$ cat config.mk
export PLATFORM = sky130hd
export DESIGN_NAME = br_unit_top
export DESIGN_NICKNAME = d
export VERILOG_FILES = /design/src/br_pkg.sv /design/src/br_res_if.sv /design/src/br_unit_top.sv /design/src/recovery_fsm.sv /design/src/flush_timer.sv /design/src/br_exec.sv
export SDC_FILE = /design/constraint.sdc
export NUM_CORES = 1
export LEC_CHECK = 0
export ABC_CLOCK_PERIOD_IN_PS = 10900
export BUFFER_PORTS_ARGS = -buffer_cell sky130_fd_sc_hd__buf_2
export CORE_ASPECT_RATIO = 0.7
export CORE_MARGIN = 2
export CORE_UTILIZATION = 40
export CTS_CLUSTER_SIZE = 14
export DETAILED_ROUTE_END_ITERATION = 8
export GPL_ROUTABILITY_DRIVEN = 0
export PLACE_DENSITY_LB_ADDON = 0.12
export SLEW_MARGIN = 20
export SYNTH_ARGS = -nofsm -noshare
export SYNTH_HDL_FRONTEND = slang
export SYNTH_SLANG_ARGS = --single-unit
$ cat constraint.sdc
create_clock -name clk -period 10.9 [get_ports clk]
set_clock_uncertainty 0.05 [all_clocks]
set_input_delay 2.18 -clock clk [delete_from_list [all_inputs] [get_ports clk]]
set_output_delay 2.18 -clock clk [all_outputs]
set_load 0.01 [all_outputs]
$ cat src/br_pkg.sv
// branch cluster shared definitions
package br_pkg;

	localparam int XLEN      = 64;
	localparam int PRF_IDX_W = 6;
	localparam int ROB_IDX_W = 5;
	localparam int BR_MASK_W = 4;

	typedef logic [PRF_IDX_W-1:0] prf_idx_t;
	typedef logic [ROB_IDX_W:0]   rob_idx_t;   // top bit is the wrap bit
	typedef logic [BR_MASK_W-1:0] br_mask_t;   // one bit per in-flight branch

	// hardwired zero register, link writes to it are dropped
	localparam prf_idx_t ZERO_REG = prf_idx_t'(31);

	// opcodes
	localparam logic [5:0] OP_JMP = 6'h1a;        // jump group, kind in jmp_fmt
	localparam logic [5:0] OP_BR  = 6'h30;
	localparam logic [5:0] OP_BSR = 6'h34;

	// conditional branches live in these two opcode groups
	localparam logic [2:0] OP_BR_GRP_LO = 3'b110;
	localparam logic [2:0] OP_BR_GRP_HI = 3'b111;

	typedef enum logic [1:0] {
		JMP    = 2'b00,
		JSR    = 2'b01,
		RET    = 2'b10,
		JSR_CO = 2'b11   // coroutine, pops and pushes
	} jmp_kind_e;

	// branch format, low opcode bits pick the condition
	typedef struct packed {
		logic [5:0]  opcode;
		logic [4:0]  ra;
		logic [20:0] disp;    // word displacement
	} br_fmt_t;

	// jump format
	typedef struct packed {
		logic [5:0]  opcode;
		logic [4:0]  ra;
		logic [4:0]  rb;
		jmp_kind_e   kind;
		logic [13:0] hint;
	} jmp_fmt_t;

	typedef union packed {
		br_fmt_t  br_fmt;
		jmp_fmt_t jmp_fmt;
	} br_inst_u;

endpackage
$ cat src/br_res_if.sv
// resolved branch bus
interface br_res_if import br_pkg::*; ();

	logic            valid;        // one cycle per resolved branch
	logic            mispredict;
	logic            taken;
	logic [XLEN-1:0] target;       // correct next fetch address
	br_mask_t        br_tag;
	rob_idx_t        rob_idx;

	modport exec (
		output valid, mispredict, taken, target, br_tag, rob_idx
	);

	modport seq (
		input valid, mispredict, taken, target, br_tag, rob_idx
	);

endinterface

$ cat src/br_unit_top.sv
// branch execution cluster
module br_unit_top import br_pkg::*; #(
	parameter int FLUSH_CYCLES = 3
) (
	input  logic            clk,
	input  logic            rst,
	input  logic            start_i,
	input  br_inst_u        inst_i,
	input  logic [XLEN-1:0] npc_i,
	input  logic [XLEN-1:0] opa_i,
	input  logic [XLEN-1:0] opb_i,
	input  prf_idx_t        dest_tag_i,
	input  rob_idx_t        rob_idx_i,
	input  br_mask_t        br_mask_i,     // dependencies
	input  br_mask_t        br_tag_i,      // own tag
	input  logic            pred_taken_i,
	output logic            done_o,
	output logic            taken_o,
	output logic            wr_en_o,
	output prf_idx_t        dest_tag_o,
	output rob_idx_t        rob_idx_o,
	output br_mask_t        br_mask_o,
	output logic [XLEN-1:0] link_o,
	output logic            ras_push_o,
	output logic            ras_pop_o,
	output logic            recovery_o,
	output br_mask_t        recovery_tag_o,
	output logic [XLEN-1:0] recovery_target_o,
	output rob_idx_t        recovery_rob_idx_o
);

	br_mask_t fix_mask;

	br_res_if res_bus ();

	br_exec u_exec (
		.clk          (clk),
		.rst          (rst),
		.start_i      (start_i),
		.inst_i       (inst_i),
		.npc_i        (npc_i),
		.opa_i        (opa_i),
		.opb_i        (opb_i),
		.dest_tag_i   (dest_tag_i),
		.rob_idx_i    (rob_idx_i),
		.br_mask_i    (br_mask_i),
		.br_tag_i     (br_tag_i),
		.pred_taken_i (pred_taken_i),
		.recovery_i   (recovery_o),     // fed back from the sequencer
		.fix_mask_i   (fix_mask),
		.done_o       (done_o),
		.taken_o      (taken_o),
		.wr_en_o      (wr_en_o),
		.dest_tag_o   (dest_tag_o),
		.rob_idx_o    (rob_idx_o),
		.br_mask_o    (br_mask_o),
		.link_o       (link_o),
		.ras_push_o   (ras_push_o),
		.ras_pop_o    (ras_pop_o),
		.res          (res_bus.exec)
	);

	recovery_fsm #(
		.FLUSH_CYCLES(FLUSH_CYCLES)
	) u_recovery (
		.clk                (clk),
		.rst                (rst),
		.res                (res_bus.seq),
		.recovery_o         (recovery_o),
		.fix_mask_o         (fix_mask),
		.recovery_tag_o     (recovery_tag_o),
		.recovery_target_o  (recovery_target_o),
		.recovery_rob_idx_o (recovery_rob_idx_o)
	);

endmodule

$ cat src/recovery_fsm.sv
// mispredict recovery sequencer
module recovery_fsm import br_pkg::*; #(
	parameter int FLUSH_CYCLES = 3
) (
	input  logic            clk,
	input  logic            rst,
	br_res_if.seq           res,
	output logic            recovery_o,
	output br_mask_t        fix_mask_o,
	output br_mask_t        recovery_tag_o,
	output logic [XLEN-1:0] recovery_target_o,
	output rob_idx_t        recovery_rob_idx_o
);

	typedef enum logic {
		IDLE,
		FLUSH
	} state_e;

	state_e          state;
	state_e          state_nxt;
	logic            start_flush;
	logic            expired;
	br_mask_t        tag_r;
	logic [XLEN-1:0] target_r;
	rob_idx_t        rob_idx_r;

	// later mispredicts are ignored while flushing
	assign start_flush = (state == IDLE) && res.valid && res.mispredict;

	always_comb begin
		state_nxt = state;
		case (state)
			IDLE: begin
				if (start_flush)
					state_nxt = FLUSH;
			end
			FLUSH: begin
				if (expired)
					state_nxt = IDLE;
			end
			default: state_nxt = IDLE;
		endcase
	end

	always_ff @(posedge clk) begin
		if (rst)
			state <= IDLE;
		else
			state <= state_nxt;
	end

	// held for the whole window
	always_ff @(posedge clk) begin
		if (start_flush) begin
			tag_r     <= res.br_tag;
			target_r  <= res.target;
			rob_idx_r <= res.rob_idx;
		end
	end

	flush_timer #(
		.FLUSH_CYCLES(FLUSH_CYCLES)
	) u_timer (
		.clk       (clk),
		.rst       (rst),
		.load_i    (start_flush),
		.expired_o (expired)
	);

	assign recovery_o         = (state == FLUSH);
	assign fix_mask_o         = tag_r;   // squash anything under the bad branch
	assign recovery_tag_o     = tag_r;
	assign recovery_target_o  = target_r;
	assign recovery_rob_idx_o = rob_idx_r;

endmodule

$ cat src/flush_timer.sv
// flush window timer
module flush_timer #(
	parameter int FLUSH_CYCLES = 3
) (
	input  logic clk,
	input  logic rst,
	input  logic load_i,
	output logic expired_o
);

	localparam int CNT_W = $clog2(FLUSH_CYCLES + 1);

	logic [CNT_W-1:0] count;

	// counts down to zero and parks there
	always_ff @(posedge clk) begin
		if (rst)
			count <= '0;
		else if (load_i)
			count <= CNT_W'(FLUSH_CYCLES);   // reload restarts the window
		else if (count != '0)
			count <= count - 1'b1;
	end

	// last cycle of the window
	assign expired_o = (count == CNT_W'(1));

endmodule

$ cat src/br_exec.sv
// branch execute stage
module br_exec import br_pkg::*; (
	input  logic            clk,
	input  logic            rst,
	input  logic            start_i,
	input  br_inst_u        inst_i,
	input  logic [XLEN-1:0] npc_i,
	input  logic [XLEN-1:0] opa_i,       // condition operand
	input  logic [XLEN-1:0] opb_i,       // jump base
	input  prf_idx_t        dest_tag_i,
	input  rob_idx_t        rob_idx_i,
	input  br_mask_t        br_mask_i,
	input  br_mask_t        br_tag_i,
	input  logic            pred_taken_i,
	input  logic            recovery_i,
	input  br_mask_t        fix_mask_i,
	output logic            done_o,
	output logic            taken_o,
	output logic            wr_en_o,
	output prf_idx_t        dest_tag_o,
	output rob_idx_t        rob_idx_o,
	output br_mask_t        br_mask_o,
	output logic [XLEN-1:0] link_o,
	output logic            ras_push_o,
	output logic            ras_pop_o,
	br_res_if.exec          res
);

	logic [5:0]      opcode;
	logic [2:0]      func;
	jmp_kind_e       kind;
	logic            br_grp;
	logic            is_jmp;
	logic            is_uncond;
	logic            is_cond;
	logic            cond_hit;
	logic            taken_nxt;
	logic            wr_en_nxt;
	logic            push_nxt;
	logic            pop_nxt;
	logic [XLEN-1:0] disp;
	logic [XLEN-1:0] target_nxt;
	logic [XLEN-1:0] fix_target_nxt;
	logic            squash;
	logic            live;

	logic            done_r;
	logic            wr_en_r;
	logic            push_r;
	logic            pop_r;
	logic            taken_r;
	logic            pred_r;
	logic [XLEN-1:0] target_r;
	logic [XLEN-1:0] link_r;
	prf_idx_t        dest_r;
	rob_idx_t        rob_r;
	br_mask_t        mask_r;
	br_mask_t        br_tag_r;

	assign opcode = inst_i.br_fmt.opcode;
	assign func   = opcode[2:0];
	assign kind   = inst_i.jmp_fmt.kind;

	// decode, nothing fires on idle cycles
	assign br_grp    = (opcode[5:3] == OP_BR_GRP_LO) || (opcode[5:3] == OP_BR_GRP_HI);
	assign is_jmp    = start_i && (opcode[5:3] == OP_JMP[5:3]);
	assign is_uncond = start_i && ((opcode == OP_BR) || (opcode == OP_BSR));
	assign is_cond   = start_i && br_grp && !is_uncond;

	// condition on register A
	always_comb begin
		case (func[1:0])
			2'b00: cond_hit = ~opa_i[0];                      // low bit clear
			2'b01: cond_hit = (opa_i == '0);
			2'b10: cond_hit = opa_i[XLEN-1];                  // negative
			default: cond_hit = opa_i[XLEN-1] || (opa_i == '0);
		endcase
		if (func[2])
			cond_hit = ~cond_hit;
	end

	assign disp = {{(XLEN-23){inst_i.br_fmt.disp[20]}}, inst_i.br_fmt.disp, 2'b00};

	assign target_nxt     = is_jmp ? {opb_i[XLEN-1:2], 2'b00} : npc_i + disp;
	assign taken_nxt      = is_jmp || is_uncond || (is_cond && cond_hit);
	assign fix_target_nxt = taken_nxt ? target_nxt : npc_i;   // fall through when not taken
	assign wr_en_nxt      = (is_jmp || is_uncond) && (dest_tag_i != ZERO_REG);

	// return stack hints
	assign push_nxt = (is_jmp && ((kind == JSR) || (kind == JSR_CO)))
		|| (is_uncond && (opcode == OP_BSR));
	assign pop_nxt  = is_jmp && ((kind == RET) || (kind == JSR_CO));

	// result depends on the branch being fixed
	assign squash = recovery_i && ((mask_r & fix_mask_i) != '0);

	always_ff @(posedge clk) begin
		if (rst) begin
			done_r  <= 1'b0;
			wr_en_r <= 1'b0;
			push_r  <= 1'b0;
			pop_r   <= 1'b0;
		end else if (recovery_i) begin
			done_r  <= 1'b0;    // issue dropped during flush
			wr_en_r <= 1'b0;
			push_r  <= 1'b0;
			pop_r   <= 1'b0;
		end else begin
			done_r  <= start_i;
			wr_en_r <= wr_en_nxt;
			push_r  <= push_nxt;
			pop_r   <= pop_nxt;
		end
	end

	always_ff @(posedge clk) begin
		if (squash) begin
			taken_r <= 1'b0;
			mask_r  <= '0;
		end else if (!recovery_i) begin
			taken_r  <= taken_nxt;
			pred_r   <= pred_taken_i;
			target_r <= fix_target_nxt;
			link_r   <= npc_i;
			dest_r   <= dest_tag_i;
			rob_r    <= rob_idx_i;
			mask_r   <= br_mask_i;
			br_tag_r <= br_tag_i;
		end
	end

	assign live = ~recovery_i;   // nothing leaves the stage while flushing

	assign done_o     = done_r && live;
	assign wr_en_o    = wr_en_r && live;
	assign ras_push_o = push_r && live;
	assign ras_pop_o  = pop_r && live;
	assign taken_o    = taken_r;
	assign dest_tag_o = dest_r;
	assign rob_idx_o  = rob_r;
	assign br_mask_o  = mask_r;
	assign link_o     = link_r;

	assign res.valid      = done_o;
	assign res.mispredict = done_o && (taken_r != pred_r);
	assign res.taken      = taken_r;
	assign res.target     = target_r;
	assign res.br_tag     = br_tag_r;
	assign res.rob_idx    = rob_r;

endmodule

Word-level counts from Yosys, hierarchy flattened
Index checks and enable logic that the tools add are counted.

Add/sub/neg operators: 2. Equal/unequal tests: 13. Mux-type cells: 9. Bitwise gates (word level): 5. Reduce and logical (&&, ||, !) cells: 33.

Operator list (count): $mux W64 (2); $add A64 B64 Y64 (1); $logic_not A64 Y1 (1); $logic_and A1 B1 Y1 (17); $eq A6 B6 Y1 const B (2); $logic_or A1 B1 Y1 (8); $eq A2 B1 Y1 const B (3); $eq A2 B2 Y1 const B (3); $eq A3 B3 Y1 const B (2); $ne A6 B5 Y1 const B (1); $and A4 B4 Y4 (1); $mux W2 (2); $not A1 Y1 (4); $reduce_bool A2 Y1 (2); $reduce_bool A4 Y1 (1); $eq A3 B2 Y1 const B (1); $mux W1 (3); $pmux W1 S3 (1); $logic_not A2 Y1 (1); $pmux W1 S2 (1); $reduce_and A2 Y1 (1); $reduce_or A2 Y1 (1); $sub A2 B1 Y2 const B (1); $logic_not A1 Y1 (1); $ne A1 B1 Y1 (1).

Register bits after elaboration: 231. Bits of input ports: 248. Output and inout bits: 160. Word-level logic and storage cells: 79.

Logic depth before layout (Yosys ltp)
Word-level depth: 8. Mapped depth: 12. Mapped depth without buffers: 12.

Hierarchy
Synthesis repeated with hierarchy kept, for this count alone.

Cell total of the unflattened synthesis: 1137. Area, all modules: 12431.9 µm².

By module, submodules not included: br_exec (instances 1, cells each 1043, area each 10012.1 µm², seq. area each 4534.3 µm²); recovery_fsm (instances 1, cells each 83, area each 2311.0 µm², seq. area each 2242.2 µm²); flush_timer (instances 1, cells each 11, area each 108.9 µm², seq. area each 40.0 µm²).

Worst setup path before layout
OpenSTA, ideal clock, no wires.

Path type: in2reg. Start: input port inst_i[0] (netlist bit). End: register u_exec.target_r[62], in the netlist u_exec.res.target[62], data pin. Library setup time: 273 ps. Data arrival time: 4699 ps. Required time: 10577 ps. Slack: 5878 ps. Stages: 12. Buffers on the path: 0. Path through: ha_1 -> fa_1 -> a21o_1 -> a221o_1 -> o211ai_2 -> o21ai_1 -> a41oi_2 -> o21ai_1 -> nor2_2 -> nor2_1 -> a2111oi_0 -> a311oi_1.

Longest elaborated chain between the ends: 3.

Ends and longest elaborated chain: from (decl) (RTL line br_unit_top.sv:8) `input br_inst_u inst_i,`; $add A64 B64 Y64 (RTL line br_exec.sv:84) `assign target_nxt = is_jmp ? {opb_i[XLEN-1:2], 2'b00} : npc_i + disp;`; $mux W64 (RTL line br_exec.sv:84); $mux W64 (RTL line br_exec.sv:86) `assign fix_target_nxt = taken_nxt ? target_nxt : npc_i;`; named net u_exec.fix_target_nxt[62] (RTL line br_exec.sv:43) `logic [XLEN-1:0] fix_target_nxt;`; to (signal assigned) (RTL line br_exec.sv:123) `target_r <= fix_target_nxt;`; to (decl) (RTL line br_exec.sv:53) `logic [XLEN-1:0] target_r;`.

The timed path passes the listed nets, and every way through them passes these cells. A chain may end at the register's enable or synchronous reset.

Worst setup path after layout
Start: input port npc_i[2]. End: register u_exec.target_r[62], in the netlist u_exec.res.target[62], data pin.

Longest elaborated chain between the ends: 3.

Ends and longest elaborated chain: from (decl) (RTL line br_unit_top.sv:9) `input logic [XLEN-1:0] npc_i,`; $add A64 B64 Y64 (RTL line br_exec.sv:84); $mux W64 (RTL line br_exec.sv:84); $mux W64 (RTL line br_exec.sv:86); named net u_exec.fix_target_nxt[62] (RTL line br_exec.sv:43).

The timed path passes the listed nets, and every way through them passes these cells.

==> results by group <==
Status
  • Status: completed

Clock tree
  • Clk pin slew, worst setup/hold paths: around 0.07 ns
  • # H-tree levels: 1
  • CTS Hold Bufs: 0
  • Clock Latency Late Sink: 0.54 ns
  • CTS sink cnt: ~230
  • Clock tree buffer depth: 3
  • Post-cts sizing count: 0
  • TritonCTS clock tree: done
  • CTS buffer count: 24
  • Root buffer cell: clkbuf_16
  • Post-CTS Setup Bufs: 0

Cells and area
  • Fin cells: roughly 1900
  • Share of cells above drive strength 1: a little under a third
  • Area Overhead vs Synth: 25.2%
  • Post-route cell area: around 15000 um2
  • Final #Nets: 1804
  • Sequential Area: between 6000 and 7000 um2
  • Footprint of the multi-input gates: between 5000 and 6000 um2
  • Fill count: ~2800

Yosys
  • Register area share after synthesis: 55.9%
  • #FFs+latches synth: roughly 230
  • Avg Cell Area, Syn: around 11 um2
  • EDFF count, synth: about 220
  • Leading area contributor after synthesis: edfxtp_1
  • Top_reg_cell synth: edfxtp_1
  • Most frequent cell after synthesis: edfxtp_1
  • Yosys cell types: between 70 and 80
  • Synth top cells by count: edfxtp_1 (219), nand2_1 (124), a21oi_1 (104)
  • Largest cells by area after synthesis: edfxtp_1 (54%), ha_1 (6.5%), a21oi_1 (4.3%)
  • Synth Net Count: roughly 1400
  • Asr flop ratio synth: 0%
  • Cells after Synth: 1113
  • Yosys Warn Count: 0
  • Share of Yosys cell area claimed by the top area cell type: between 50 and 60%
  • Synth Cell Area: between 10000 and 15000 um2

Power
  • Power density cells: about 160 nW/um2
  • Internal Pwr Total: 0.00172 W
  • Total Power: between 0.002 and 0.0025 W
  • Pleak: about 6.3 nW
  • Comb power frac: 20.6%
  • Sw frac: 27.8%
  • Net switching power: 0.000662 W
  • VDD IR max: around 0.09 mV
  • Clk pwr share: approximately a third
  • Sequential power share: between 40% and 50%

Detailed routing
  • Vias per inst: 5.37
  • Post-DRT Antenna Nets: 0
  • Drt first pass iters: 7
  • DRC: 0
  • Routed wire length: 37100 um
  • Via Count: just over 10000
  • Wire length per cell: 19.3 um
  • DRT iter0 DRCs: roughly 800

Global route
  • Initial antenna violation count: 4
  • GRT Resource Usage Total: ~23%
  • Vias in the first global route: 9772
  • Global route overflow: 0
  • First-pass GRT wire length: 55100 um
  • Largest net degree at the start of global routing: a little over 80

Critical path
  • Crit path max fanout: 5
  • Worst EP required: approximately 11 ns
  • Critical Path Slowest Stage Cell: a2111oi_0
  • WS Path Type: in -> reg
  • CP cell instances: buf_2 > ha_1 > fa_1 > a21o_1 > a221o_1 > o211ai_2 > o21ai_1 > a41oi_2 > o21ai_1 > nor2_2 > nor2_1 > a2111oi_0 > a311oi_1
  • Reg-to-Reg Start: u_recovery.recovery_o
  • Crit path max-delay family: compound AO/OA/AOI/OAI gates
  • CP most frequent cell: o21ai_1
  • Worst Path Buf+Inv: 1
  • Worst Path Arrival: 5.71 ns
  • Crit path capture type: flop
  • Critical Path Source: npc_i[2]
  • Crit path launch type: input port
  • Max incr delay on CP: 0.44 ns

Worst hold path
  • Worst Hold Class: reg -> reg
  • Hold path start: u_exec.res.target[26]

STA
  • Slew margin rel.: 33.6%
  • Endpoints failing setup: 0
  • Unrepaired setup endpoints after global routing: no
  • Final Slew Violations: 0
  • Final Hold Viols: 0
  • Worst-margin pin slew: between 0.9 and 1 ns
  • Tcrit/Tclk final: about 50%
  • Highest Clock Rate: approximately 0.18 GHz
  • Final worst path period need: approximately 5.5 ns
  • Final setup TNS: 0 ns

Job
  • Max Cap Viol: 0

Die
  • Number of I/O pins: approximately 410
  • Starting Density: 40.7%
  • Die area: 31900 um2
  • Area of the core: between 20000 and 30000 um2
  • Row count: 53
  • Die Ht: roughly 150 um
  • Die width: ~210 um

Place
  • Port Buffer Count: 400
  • Detail Placement HPWL: between 20000 and 30000 um
  • # placed instances: 1878
  • Cell area after placement: 14500 um2
cell usage in the layout (no fill, tap or decap), drive strengths merged, types with 16 or more instances in the layout:
| cell type | n |
|---|---|
| a21o | 16 |
| a21oi | 106 |
| a31oi | 30 |
| buf | 407 |
| clkbuf | 34 |
| edfxtp | 219 |
| ha | 63 |
| inv | 20 |
| nand2 | 125 |
| nand3 | 18 |
| nand4 | 22 |
| nor2 | 95 |
| nor4 | 20 |
| o21ai | 75 |
| xnor2 | 31 |
| xor2 | 19 |
area by class of cell:
type | count | share of cell area, %
flip-flops and latches | 231 | 44.6
multi-input cells | 807 | 33.2
repair buffers | 407 | 13.5
clock buffers | 34 | 4.24
well taps | 412 | 3.38
inverters | 21 | 0.557
clock inverters | 9 | 0.533
diodes | 1 | 0.0164
metal layers:
layer | global-route usage, % | routed length [um]
met1 | 32.0 | 17000
met2 | 35.5 | 16700
met3 | 4.70 | 2640
met4 | 5.17 | 790
met5 | 0 | 0
worst paths after layout:
path                                      end  slack, ns  cells past startpoint
max                     u_exec.res.target[62]       5.40                     13
min          u_recovery.recovery_target_o[26]       0.36                      0
max reg2reg                 u_exec.link_o[58]       8.47                      2
min reg2reg  u_recovery.recovery_target_o[26]       0.36                      0
power groups by stage:
| stage | Sequential, W | Combinational, W | Clock, W |
|---|---|---|---|
| 2_1_floorplan | 0.00116 | 0.000278 | 0 |
| 3_3_place_gp | 0.00113 | 0.000484 | 0 |
| 3_5_place_dp | 0.00113 | 0.000489 | 0 |
| 4_1_cts | 0.00111 | 0.000491 | 0.000799 |
| 5_1_grt | 0.00112 | 0.000544 | 0.000833 |
| 6_report | 0.00111 | 0.000490 | 0.000777 |
kinds of logic (layout without fill, tap and decap cells):
group / count (synthesis) / in the layout / share of synthesized area (%)
other: 0 / 1 / 0
buffers and inverters: 75 / 471 / 2.56
flip-flops: 231 / 231 / 55.9
AO/OA/AOI/OAI: 328 / 328 / 17.0
AND/OR/NAND/NOR: 360 / 360 / 13.9
multiplexers: 5 / 5 / 0.431
adder cells (fa/ha/maj): 64 / 64 / 6.63
XOR/XNOR: 50 / 50 / 3.59
state kept, by name, summed over array words and instances, names as in the netlist:
signal / cells
u_exec.done_r: 1
u_exec.dest_tag_o: 6
u_exec.link_o: 64
u_recovery.recovery_rob_idx_o: 6
u_exec.wr_en_r: 1
u_exec.push_r: 1
u_exec.res.taken: 1
u_exec.res.br_tag: 4
u_exec.res.rob_idx: 6
u_exec.br_mask_o: 4
u_exec.pred_r: 1
u_recovery.recovery_o: 1
u_recovery.fix_mask_o: 4
u_recovery.u_timer.count: 2
u_exec.res.target: 64
u_recovery.recovery_target_o: 64
u_exec.pop_r: 1
worst reg2reg max path: cells and delay by family, from the launching register on:
kind / cells / cell delay, ns
buffers and inverters: 2 / 1.47
flip-flops: 1 / 0.47
metrics by stage:
| stage | setup slack [ns] | hold WS (ns) | utilization (%) |
|---|---|---|---|
| 5_1_grt | 5.14 | 0.367 | 50.9 |
| 4_1_cts | 5.48 | 0.354 | 50.9 |
| 6_report | 5.40 | 0.363 | 50.9 |
| 3_3_place_gp | 4.92 | 0.351 | 48.5 |
| 3_5_place_dp | 4.93 | 0.355 | 48.5 |
| 2_1_floorplan | 5.88 | 0.350 | - |
Power figures use the tool's default switching activity.
